File: src/hdl/fetch_pkg.sv
package fetch_pkg;

	// ~~~~~~~~~~~~~~~~~~~~~~~~~~~~~~~~~~~~~~~~~~~~~~~~~~~~~~~~~~~~
	// datapath
	// ~~~~~~~~~~~~~~~~~~~~~~~~~~~~~~~~~~~~~~~~~~~~~~~~~~~~~~~~~~~~

	localparam int DATA_WIDTH = 16;
	localparam int N_CHANNELS = 16;
	localparam int N_OPERANDS = 2;   // operands a and b

	typedef logic signed [DATA_WIDTH - 1 : 0] data_t;
	typedef logic [$clog2(N_CHANNELS) - 1 : 0] chan_addr_t;

	// ~~~~~~~~~~~~~~~~~~~~~~~~~~~~~~~~~~~~~~~~~~~~~~~~~~~~~~~~~~~~
	// scoreboard and commit tracking
	// ~~~~~~~~~~~~~~~~~~~~~~~~~~~~~~~~~~~~~~~~~~~~~~~~~~~~~~~~~~~~

	typedef logic [3 : 0] pend_count_t;   // writes promised, not yet written back
	typedef logic [8 : 0] commit_id_t;

endpackage

File: src/hdl/instr_pkg.sv
package instr_pkg;

	typedef logic [4 : 0] op_t;   // carried through unchanged

	// channel address, or register-source code when the reg flag is set
	typedef logic [3 : 0] src_sel_t;

	// ~~~~~~~~~~~~~~~~~~~~~~~~~~~~~~~~~~~~~~~~~~~~~~~~~~~~~~~~~~~~
	// register-source codes
	// ~~~~~~~~~~~~~~~~~~~~~~~~~~~~~~~~~~~~~~~~~~~~~~~~~~~~~~~~~~~~

	localparam src_sel_t SRC_REG_0      = 4'd0;
	localparam src_sel_t SRC_REG_1      = 4'd1;
	localparam src_sel_t SRC_CONST_HALF = 4'd3;   // 2^(w-2)
	localparam src_sel_t SRC_CONST_MIN  = 4'd4;   // top bit only

	// substage FSM
	typedef enum logic {
		FETCH_IDLE,
		FETCH_WAIT
	} fetch_state_t;

endpackage

File: src/hdl/stage_if.sv
`timescale 1ns/1ps

interface stage_if;
	import fetch_pkg::*;
	import instr_pkg::*;

	logic valid;
	logic ready;

	op_t op;
	chan_addr_t dest;
	logic writes_channel;
	data_t register_0;
	data_t register_1;

	// one slot per operand, index 0 is a
	src_sel_t [N_OPERANDS - 1 : 0] src;
	logic [N_OPERANDS - 1 : 0] src_reg;
	logic [N_OPERANDS - 1 : 0] arg_needed;
	data_t [N_OPERANDS - 1 : 0] arg;

	modport upstream (
		output valid, op, dest, writes_channel, register_0, register_1,
		output src, src_reg, arg_needed, arg,
		input ready
	);

	modport downstream (
		input valid, op, dest, writes_channel, register_0, register_1,
		input src, src_reg, arg_needed, arg,
		output ready
	);

endinterface

File: src/hdl/channel_file.sv
`timescale 1ns/1ps

module channel_file (
	input logic clk,
	input logic reset,
	input logic channel_write_enable,
	input fetch_pkg::chan_addr_t channel_write_addr,
	input fetch_pkg::data_t channel_write_val,
	input fetch_pkg::chan_addr_t read_addr_a,
	input fetch_pkg::chan_addr_t read_addr_b,
	output fetch_pkg::data_t read_val_a,
	output fetch_pkg::data_t read_val_b
);
	import fetch_pkg::*;

	data_t channels [N_CHANNELS];

	always_ff @(posedge clk) begin
		if (reset) begin
			for (int i = 0; i < N_CHANNELS; i++) begin
				channels[i] <= '0;
			end
		end else if (channel_write_enable) begin
			channels[channel_write_addr] <= channel_write_val;
		end
	end

	// write-through is handled by forwarding in the substages
	assign read_val_a = channels[read_addr_a];
	assign read_val_b = channels[read_addr_b];

endmodule

File: src/hdl/pending_write_counter.sv
`timescale 1ns/1ps

module pending_write_counter (
	input logic clk,
	input logic reset,
	input logic add_pending,
	input fetch_pkg::chan_addr_t add_addr,
	input logic channel_write_enable,
	input fetch_pkg::chan_addr_t channel_write_addr,
	input fetch_pkg::chan_addr_t query_addr,
	output fetch_pkg::pend_count_t pending
);
	import fetch_pkg::*;

	pend_count_t counts [N_CHANNELS];

	always_ff @(posedge clk) begin
		if (reset) begin
			for (int i = 0; i < N_CHANNELS; i++) begin
				counts[i] <= '0;
			end
		end else begin
			for (int i = 0; i < N_CHANNELS; i++) begin
				case ({add_pending && add_addr == chan_addr_t'(i),
						channel_write_enable && channel_write_addr == chan_addr_t'(i)})
					2'b10: begin
						counts[i] <= counts[i] + 1'b1;
					end
					2'b01: begin
						if (counts[i] != '0)   // stray write-back, no underflow
							counts[i] <= counts[i] - 1'b1;
					end
					default: begin
						counts[i] <= counts[i];   // idle, or promise and write cancel
					end
				endcase
			end
		end
	end

	assign pending = counts[query_addr];

endmodule

File: src/hdl/fetch_control.sv
`timescale 1ns/1ps

module fetch_control (
	input logic clk,
	input logic reset,
	input logic in_valid,
	input logic resolvable_now,
	input logic resolvable_latched,
	input logic out_ready,
	output logic in_ready,
	output logic take_in,
	output logic load_out,
	output logic out_valid,
	output logic hold_select
);
	import instr_pkg::*;

	fetch_state_t state;
	logic out_free;

	assign out_free = !out_valid || out_ready;   // output empty or drained this cycle
	assign hold_select = (state == FETCH_WAIT);
	assign in_ready = !hold_select && out_free;
	assign take_in = in_valid && in_ready;

	// single-cycle pass on accept, or release of the waiting instruction
	assign load_out = (take_in && resolvable_now)
			|| (hold_select && resolvable_latched && out_free);

	always_ff @(posedge clk) begin
		if (reset) begin
			state <= FETCH_IDLE;
		end else begin
			case (state)
				FETCH_IDLE: begin
					if (take_in && !resolvable_now)
						state <= FETCH_WAIT;
				end
				FETCH_WAIT: begin
					if (load_out)
						state <= FETCH_IDLE;
				end
				default: begin
					state <= FETCH_IDLE;
				end
			endcase
		end
	end

	always_ff @(posedge clk) begin
		if (reset)
			out_valid <= 1'b0;
		else if (load_out)
			out_valid <= 1'b1;
		else if (out_ready)
			out_valid <= 1'b0;
	end

endmodule

File: src/hdl/operand_substage.sv
`timescale 1ns/1ps

module operand_substage #(
	parameter int operand_index = 0
) (
	input logic clk,
	input logic reset,
	input logic channel_write_enable,
	input fetch_pkg::chan_addr_t channel_write_addr,
	input fetch_pkg::data_t channel_write_val,
	input fetch_pkg::data_t read_val,
	output fetch_pkg::chan_addr_t read_addr,
	stage_if.downstream up,
	stage_if.upstream down
);
	import fetch_pkg::*;
	import instr_pkg::*;

	logic take_in, load_out, hold_select;
	logic resolvable_now, resolvable_latched;
	logic channel_ok, incoming;
	pend_count_t pending;

	// waiting instruction
	op_t lat_op;
	chan_addr_t lat_dest;
	logic lat_writes_channel;
	data_t lat_register_0, lat_register_1;
	src_sel_t [N_OPERANDS - 1 : 0] lat_src;
	logic [N_OPERANDS - 1 : 0] lat_src_reg, lat_arg_needed;
	data_t [N_OPERANDS - 1 : 0] lat_arg;

	// instruction being worked on this cycle
	op_t sel_op;
	chan_addr_t sel_dest;
	logic sel_writes_channel;
	data_t sel_register_0, sel_register_1;
	src_sel_t sel_src;
	logic sel_src_reg, sel_arg_needed;
	data_t [N_OPERANDS - 1 : 0] sel_arg;
	data_t reg_value, fetched;

	always_ff @(posedge clk) begin
		if (take_in) begin
			lat_op <= up.op;
			lat_dest <= up.dest;
			lat_writes_channel <= up.writes_channel;
			lat_register_0 <= up.register_0;
			lat_register_1 <= up.register_1;
			lat_src <= up.src;
			lat_src_reg <= up.src_reg;
			lat_arg_needed <= up.arg_needed;
			lat_arg <= up.arg;
		end
	end

	assign sel_op = hold_select ? lat_op : up.op;
	assign sel_dest = hold_select ? lat_dest : up.dest;
	assign sel_writes_channel = hold_select ? lat_writes_channel : up.writes_channel;
	assign sel_register_0 = hold_select ? lat_register_0 : up.register_0;
	assign sel_register_1 = hold_select ? lat_register_1 : up.register_1;
	assign sel_src = hold_select ? lat_src[operand_index] : up.src[operand_index];
	assign sel_src_reg = hold_select ? lat_src_reg[operand_index] : up.src_reg[operand_index];
	assign sel_arg_needed = hold_select ? lat_arg_needed[operand_index]
			: up.arg_needed[operand_index];
	assign sel_arg = hold_select ? lat_arg : up.arg;

	// ~~~~~~~~~~~~~~~~~~~~~~~~~~~~~~~~~~~~~~~~~~~~~~~~~~~~~~~~~~~~
	// hazard check and forwarding
	// ~~~~~~~~~~~~~~~~~~~~~~~~~~~~~~~~~~~~~~~~~~~~~~~~~~~~~~~~~~~~

	assign read_addr = chan_addr_t'(sel_src);
	assign incoming = (pending == pend_count_t'(1)) && channel_write_enable
			&& (channel_write_addr == read_addr);
	assign channel_ok = (pending == '0) || incoming;

	assign resolvable_now = !up.arg_needed[operand_index] || up.src_reg[operand_index]
			|| channel_ok;
	assign resolvable_latched = !lat_arg_needed[operand_index] || lat_src_reg[operand_index]
			|| channel_ok;

	always_comb begin
		case (sel_src)
			SRC_REG_0: reg_value = sel_register_0;
			SRC_REG_1: reg_value = sel_register_1;
			SRC_CONST_HALF: reg_value = data_t'(1) <<< (DATA_WIDTH - 2);
			SRC_CONST_MIN: reg_value = {1'b1, {(DATA_WIDTH - 1){1'b0}}};
			default: reg_value = '0;
		endcase
	end

	assign fetched = !sel_arg_needed ? data_t'(0)
			: sel_src_reg ? reg_value
			: incoming ? channel_write_val : read_val;

	always_ff @(posedge clk) begin
		if (load_out) begin
			down.op <= sel_op;
			down.dest <= sel_dest;
			down.writes_channel <= sel_writes_channel;
			down.register_0 <= sel_register_0;
			down.register_1 <= sel_register_1;
			down.src <= hold_select ? lat_src : up.src;
			down.src_reg <= hold_select ? lat_src_reg : up.src_reg;
			down.arg_needed <= hold_select ? lat_arg_needed : up.arg_needed;
			for (int i = 0; i < N_OPERANDS; i++) begin
				down.arg[i] <= (i == operand_index) ? fetched : sel_arg[i];
			end
		end
	end

	fetch_control u_control (
		.clk(clk),
		.reset(reset),
		.in_valid(up.valid),
		.resolvable_now(resolvable_now),
		.resolvable_latched(resolvable_latched),
		.out_ready(down.ready),
		.in_ready(up.ready),
		.take_in(take_in),
		.load_out(load_out),
		.out_valid(down.valid),
		.hold_select(hold_select)
	);

	// promise counted when the instruction leaves this substage
	pending_write_counter u_pending (
		.clk(clk),
		.reset(reset),
		.add_pending(load_out && sel_writes_channel),
		.add_addr(sel_dest),
		.channel_write_enable(channel_write_enable),
		.channel_write_addr(channel_write_addr),
		.query_addr(read_addr),
		.pending(pending)
	);

endmodule

File: src/hdl/operand_fetch.sv
`timescale 1ns/1ps

module operand_fetch (
	input logic clk,
	input logic reset,

	input logic in_valid,
	output logic in_ready,
	input instr_pkg::op_t op_in,
	input fetch_pkg::chan_addr_t dest_in,
	input logic writes_channel_in,
	input fetch_pkg::data_t register_0_in,
	input fetch_pkg::data_t register_1_in,
	input instr_pkg::src_sel_t src_a,
	input logic src_a_reg,
	input logic arg_a_needed,
	input instr_pkg::src_sel_t src_b,
	input logic src_b_reg,
	input logic arg_b_needed,

	output logic out_valid,
	input logic out_ready,
	output instr_pkg::op_t op_out,
	output fetch_pkg::chan_addr_t dest_out,
	output logic writes_channel_out,
	output fetch_pkg::data_t arg_a_out,
	output fetch_pkg::data_t arg_b_out,
	output fetch_pkg::commit_id_t commit_id_out,

	input logic channel_write_enable,
	input fetch_pkg::chan_addr_t channel_write_addr,
	input fetch_pkg::data_t channel_write_val
);
	import fetch_pkg::*;

	stage_if in_bus ();
	stage_if mid_bus ();
	stage_if out_bus ();

	chan_addr_t read_addr_a, read_addr_b;
	data_t read_val_a, read_val_b;
	commit_id_t commit_id;

	// ~~~~~~~~~~~~~~~~~~~~~~~~~~~~~~~~~~~~~~~~~~~~~~~~~~~~~~~~~~~~
	// port mapping
	// ~~~~~~~~~~~~~~~~~~~~~~~~~~~~~~~~~~~~~~~~~~~~~~~~~~~~~~~~~~~~

	assign in_bus.valid = in_valid;
	assign in_ready = in_bus.ready;
	assign in_bus.op = op_in;
	assign in_bus.dest = dest_in;
	assign in_bus.writes_channel = writes_channel_in;
	assign in_bus.register_0 = register_0_in;
	assign in_bus.register_1 = register_1_in;
	assign in_bus.src = {src_b, src_a};
	assign in_bus.src_reg = {src_b_reg, src_a_reg};
	assign in_bus.arg_needed = {arg_b_needed, arg_a_needed};
	assign in_bus.arg = '0;   // slots filled by the substages

	assign out_valid = out_bus.valid;
	assign out_bus.ready = out_ready;
	assign op_out = out_bus.op;
	assign dest_out = out_bus.dest;
	assign writes_channel_out = out_bus.writes_channel;
	assign arg_a_out = out_bus.arg[0];
	assign arg_b_out = out_bus.arg[1];

	// counts channel writers already handed to execute
	always_ff @(posedge clk) begin
		if (reset)
			commit_id <= '0;
		else if (out_bus.valid && out_ready && out_bus.writes_channel)
			commit_id <= commit_id + 1'b1;
	end

	assign commit_id_out = commit_id;

	channel_file u_channels (
		.clk(clk),
		.reset(reset),
		.channel_write_enable(channel_write_enable),
		.channel_write_addr(channel_write_addr),
		.channel_write_val(channel_write_val),
		.read_addr_a(read_addr_a),
		.read_addr_b(read_addr_b),
		.read_val_a(read_val_a),
		.read_val_b(read_val_b)
	);

	operand_substage #(.operand_index(0)) u_fetch_a (
		.clk(clk),
		.reset(reset),
		.channel_write_enable(channel_write_enable),
		.channel_write_addr(channel_write_addr),
		.channel_write_val(channel_write_val),
		.read_val(read_val_a),
		.read_addr(read_addr_a),
		.up(in_bus.downstream),
		.down(mid_bus.upstream)
	);

	operand_substage #(.operand_index(1)) u_fetch_b (
		.clk(clk),
		.reset(reset),
		.channel_write_enable(channel_write_enable),
		.channel_write_addr(channel_write_addr),
		.channel_write_val(channel_write_val),
		.read_val(read_val_b),
		.read_addr(read_addr_b),
		.up(mid_bus.downstream),
		.down(out_bus.upstream)
	);

endmodule

File: config.mk
export PLATFORM = sky130hd
export DESIGN_NAME = operand_fetch
export DESIGN_NICKNAME = d
export VERILOG_FILES = /design/src/hdl/fetch_pkg.sv /design/src/hdl/instr_pkg.sv /design/src/hdl/stage_if.sv /design/src/hdl/channel_file.sv /design/src/hdl/pending_write_counter.sv /design/src/hdl/fetch_control.sv /design/src/hdl/operand_substage.sv /design/src/hdl/operand_fetch.sv
export SDC_FILE = /design/constraint.sdc
export NUM_CORES = 1
export LEC_CHECK = 0
export BUFFER_PORTS_ARGS = -buffer_cell sky130_fd_sc_hd__buf_2
export CELL_PAD_IN_SITES_DETAIL_PLACEMENT = 1
export CELL_PAD_IN_SITES_GLOBAL_PLACEMENT = 1
export CORE_MARGIN = 2
export CORE_UTILIZATION = 40
export CTS_CLUSTER_SIZE = 40
export DETAILED_ROUTE_END_ITERATION = 8
export PLACE_DENSITY_LB_ADDON = 0.25
export SLEW_MARGIN = 15
export SYNTH_ARGS = -nofsm -noshare
export SYNTH_HDL_FRONTEND = slang
export SYNTH_SLANG_ARGS = --single-unit
File: constraint.sdc
create_clock -name clk -period 7.4 [get_ports clk]
set_clock_uncertainty 0.1 [all_clocks]
set_input_delay 1.11 -clock clk [delete_from_list [all_inputs] [get_ports clk]]
set_output_delay 1.11 -clock clk [all_outputs]
set_load 0.005 [all_outputs]
**Yosys cells after proc, flatten, opt, wreduce, memory -nomap -nowiden**

Memory sizes are Yosys's and may differ from the RTL's.
Cells that the tools add are included.

- Register bits after elaboration: 241
- Output and inout port bits: 53
- Input port bits: 79
- Logic and storage cells: 948
- Memory bits (writable): 384
- Memories: 3

- Equal/unequal tests: 119
- Add/sub/neg operators: 65
- Bitwise operators: 98
- Reduce and logical (&&, ||, !) cells: 166
- Muxes and demuxes: 460

Memory list:

| memory | words | width | read ports | clocked after Yosys merged registers in | write ports | line | text |
|---|---|---|---|---|---|---|---|
| u_channels.channels | 16 | 16 | 2 | 0 | 16 | channel_file.sv:16 | `data_t channels [N_CHANNELS];` |
| u_fetch_a.u_pending.counts | 16 | 4 | 17 | 0 | 16 | pending_write_counter.sv:15 | `pend_count_t counts [N_CHANNELS];` |
| u_fetch_b.u_pending.counts | 16 | 4 | 17 | 0 | 16 | pending_write_counter.sv:15 |  |

Operator list:

| kind | count |
|---|---|
| $mux 4 | 101 |
| $mux 1 | 340 |
| $mux 16 | 10 |
| $add 4x1->4 const B | 32 |
| $pmux 16 s4 | 2 |
| $reduce_bool 4->1 | 32 |
| $sub 4x1->4 const B | 32 |
| $eq 4x4->1 const B | 24 |
| $or 1x1->1 | 96 |
| $logic_and 1x1->1 | 68 |
| $eq 2x1->1 const B | 32 |
| $eq 2x2->1 const B | 32 |
| $reduce_or 2->1 | 32 |
| $eq 4x3->1 const B | 14 |
| $eq 4x2->1 const B | 8 |
| $eq 4x1->1 const B | 7 |
| $logic_not 4->1 | 7 |
| $reduce_or 16->1 | 1 |
| $logic_or 1x1->1 | 14 |
| $logic_not 1->1 | 10 |
| $mux 5 | 2 |
| $add 9x1->9 const B | 1 |
| $eq 4x4->1 | 2 |
| $mux 8 | 1 |
| other kinds (4) | 8 |

**Depth between registers and ports, before layout**

An unclocked memory read counts as a cell.

- Depth after elaboration: 19
- Gate-level depth with buffers: 22

**Modules after synthesis**

A second synthesis with hierarchy kept.

- Cell total of the unflattened synthesis: 2751
- Area total of the unflattened synthesis: 37991.4 um2

Modules (own cells, without submodules):

| module | sequential area each (um2) | instances | cells each | area an instance (um2) |
|---|---|---|---|---|
| channel_file | 7687.4 | 1 | 859 | 13380.3 |
| operand_substage at u_fetch_a | 4684.5 | 1 | 324 | 6180.9 |
| operand_substage at u_fetch_b | 4684.5 | 1 | 332 | 6174.7 |
| pending_write_counter at u_fetch_a.u_pending | 1921.8 | 1 | 583 | 5831.8 |
| pending_write_counter at u_fetch_b.u_pending | 1921.8 | 1 | 579 | 5779.3 |
| operand_fetch | 180.2 | 1 | 46 | 416.6 |
| fetch_control | 40.0 | 2 | 14 | 113.9 |

**Worst setup path before layout**

OpenSTA, ideal clock, no wires.

- Path kind: register -> register
- From: register u_fetch_b.u_control.state (netlist: u_fetch_b.u_control.hold_select)
- To: register u_fetch_b.u_control.state (netlist: u_fetch_b.u_control.hold_select)
- Setup slack: 587 ps
- Library setup time: 74 ps
- Arrival: 6639 ps
- Cell stages (with the launch flop): 10
- Buffers on the path: 5
- Path through: dfxtp_1 buf_2 buf_2 buf_1 clkbuf_1 clkbuf_1 nor3b_1 nor3b_1 o22ai_1 o21ai_0

RTL lines:

| element | line | text |
|---|---|---|
| start, declared | fetch_control.sv:18 | `fetch_state_t state;` |
| start signal, assigned | fetch_control.sv:32 | `state <= FETCH_IDLE;` |
| start signal, assigned | fetch_control.sv:37 | `state <= FETCH_WAIT;` |
| start signal, assigned | fetch_control.sv:41 | `state <= FETCH_IDLE;` |
| $logic_not 1->1 * | fetch_control.sv:23 | `assign in_ready = !hold_select && out_free;` |
| $logic_and 1x1->1 * | fetch_control.sv:23 |  |
| $logic_and 1x1->1 * | fetch_control.sv:24 | `assign take_in = in_valid && in_ready;` |
| via u_fetch_b.take_in | operand_substage.sv:19 | `logic take_in, load_out, hold_select;` |
| $logic_and 1x1->1 | fetch_control.sv:27 | `assign load_out = (take_in && resolvable_now)` |
| $logic_or 1x1->1 | fetch_control.sv:28 | `\|\| (hold_select && resolvable_latched && out_free);` |
| $mux 1 | fetch_control.sv:40 | `if (load_out)` |
| $pmux 1 s2 * | fetch_control.sv:34 | `case (state)` |

The timed path passes the listed nets; every way through them passes the cells marked *.
A chain may end at the register's enable or synchronous reset.

==> metrics <==
number of synthesized flops with an enable pin=608; setup total negative slack=0 ns; top cells by count, synth=edfxtp_1 (608), and2_1 (257), nor2_1 (233); biggest regs=u_channels.channels (256), u_fetch_a.u_pending.counts (64), u_fetch_b.u_pending.counts (64); gr usage total=0.239; sequential fraction of the synthesis area=0.526; crit start category=register; Setup Buffers After CTS=0; CP Capture Type=register; buffer depth of the longest clock path=3; Tightest Pin Transition=1.13 ns; drt pass-1 iters=7; Top Ports=132; multiplexer share of the synthesized area=0.143; Tcrit/Tclk final=0.788; DRT iter0 DRCs=1853; Ys Warns=0; Syn Std Cell Area=35200 um2; CTS H-Tree Depth=3; largest family of logic cells by synthesized area=multiplexers; area of the multi-input gates=15600 um2; largest net degree at the start of global routing=179; Largest Register=u_channels.channels; gr ovfl total=0; post-synthesis simple-gate area fraction=0.132; Final Critical Period=5.83 ns; number of synthesized register bits=621; CTS tree=done; synth top area cells=edfxtp_1 (52%), mux4_2 (7.4%), ha_1 (4.6%), and2_1 (4.6%), mux2i_1 (4.3%); GP Congestion=0.866; Die Y=301 um; final setup fails=0; root buffer cell=clkbuf_16; die area=90300 um2; RSZ-0062 raised after global routing=false; WP data arrival=6.08 ns; fmax=171 MHz; Synth Area in Adders=0.0629; worst endpoint required time=7.65 ns; post-synthesis xor/xnor area fraction=0.0202; layout cells sized above 1=0.183; Synth top area share=0.519; Most used DFF post-synth=edfxtp_1; drt drc=0; syn avg cell area=12.6 um2; Core ar.=87000 um2; Leakage=14.8 nW; Reg area=18500 um2; Placed Area=37100 um2; Layout fillers=9003; Final Instance Area=39500 um2; total CTS buffers=72; initial antenna violation count=8; Wirelength per Cell=26.3 um; Final ANT Viol Nets=0; Synth cell types=76; vias=24.0k; Starting Density=0.404; global-route wire length before repair=163000 um; max-slew violations=0; Post-synth ARST share=0; Rel. slew slack=0.247; CTS resizes=0; Yosys top cell by area=edfxtp_1; area grow syn2layout=12.2%; min-delay worst type=reg2reg; vias in the first global route=25.7k; # rows=108; Via-to-Cell Ratio=5.85; critical path class=reg2reg; critical path peak fanout=45; hold-fix buffer count after cts=0; max reg flops=256; IO buf count=131; Compound-Gate Fraction of Synth Area=0.0813; syn_nets=3039; die extent in x=301 um; Peak VDD IR=0.000173 V; PD cells=252 nW/um2; CTS Sinks=621; Worst-Skew Late Latency=0.63 ns; final hold viol count=0; Cells after Synth=2801; most common cell in the netlist=edfxtp_1; max_cap viols=0; DP Wirelength=75200 um; status=complete, no violations; final net count=3134; wirelength, routed=108000 um; Worst-path clk slew=0.07 ns
==> per-layer routing <==
| layer | vias up | GRT usage | part of all wire |
|---|---|---|---|
| li1 | 10600 | - | - |
| met4 | 2 | 0.0720 | 0.025 |
| met3 | 162 | 0.0326 | 0.056 |
| met5 | - | 0 | 0.000083 |
| met1 | 12600 | 0.329 | 0.44 |
| met2 | 695 | 0.392 | 0.48 |
==> final timing paths <==
path,start,endpoint,slack (ns),cells after the start
worst min register to register,u_fetch_a.down.arg[14]$_SDFFCE_PN0P_,u_fetch_b.lat_arg[14]$_DFFE_PP_,0.34,0
worst max register to register,u_fetch_b.u_control.hold_select$_SDFF_PP0_,u_fetch_b.u_pending.counts[4][3]$_SDFFCE_PN0P_,1.57,19
worst max-delay path,u_fetch_b.u_control.hold_select$_SDFF_PP0_,u_fetch_b.u_pending.counts[4][3]$_SDFFCE_PN0P_,1.57,19
worst min-delay path,u_fetch_a.down.arg[14]$_SDFFCE_PN0P_,u_fetch_b.lat_arg[14]$_DFFE_PP_,0.34,0
==> cell type report <==
| cell class | count | area share |
|---|---|---|
| clock buffer | 94 | 0.0494 |
| antenna | 3 | 0.000190 |
| multi-input combinational | 1881 | 0.395 |
| timing repair buffer | 184 | 0.0271 |
| inverter | 136 | 0.0129 |
| tap | 1155 | 0.0366 |
| clock inverter | 35 | 0.00932 |
| sequential | 621 | 0.469 |
==> stage by stage <==
stage          hold slack (ns)  setup slack, ns  power (mW)  utilization  instances
2_1_floorplan            0.322            0.587        5.66            -       2801
3_3_place_gp             0.330             1.36        6.31        0.427       3977
3_5_place_dp             0.332             1.18        6.39        0.427       3977
4_1_cts                  0.346             1.60        9.99        0.453       4106
5_1_grt                  0.355             1.24        10.3        0.454       4108
6_report                 0.342             1.57        9.93        0.454       4109
==> cells by family after synthesis <==
| kind of cell | Yosys count |
|---|---|
| buffers and inverters | 299 |
| adder cells (fa/ha/maj) | 159 |
| AO/OA/AOI/OAI | 404 |
| multiplexers | 347 |
| AND/OR/NAND/NOR | 890 |
| XOR/XNOR | 81 |
| flip-flops | 621 |
==> report_power, final <==
group | leakage, nW | internal [mW] | switching, mW
logic | 7.65 | 0.684 | 1.15
registers | 6.02 | 4.29 | 0.225
clock network | 1.13 | 2.08 | 1.50
total | 14.8 | 7.05 | 2.88
==> layout by cell type (no fill, tap or decap), types with 28 or more instances in the layout <==
cell       Yosys  layout
mux2i_1      152     150
ha_1         129     129
nor2_1       233     232
mux4_2       115     115
a21oi_1       60      60
nor2b_1       28      28
buf_4          1      53
a21o_1        47      47
nand2_1      123     123
and2_1       257     256
buf_2         27     130
or2_2         32      32
nand4_1       36      36
fa_1          30      30
xor2_1        50      50
o21ai_0       66      65
edfxtp_1     608     608
xnor2_1       31      31
nand3_1       70      70
inv_1        136     136
o21bai_1      32      32
mux2_2        76      73
clkbuf_16      0      75
==> critical path, stage by stage (launching register included) <==
cell      delay (ns)
dfxtp_4         0.73
mux2_4          0.72
xnor2_1         0.19
nand2_1         0.07
nor4_1          0.56
nor3_1          0.27
o32ai_4         0.79
buf_4           0.30
nand4_1         0.10
ha_1            0.21
o41ai_1         0.12
or2_2           0.25
inv_1           0.06
ha_1            0.29
a21o_1          0.16
a21oi_1         0.19
xnor2_1         0.11
o211ai_1        0.09
o21a_1          0.14
nor2_1          0.04
Power figures use the tool's default switching activity.
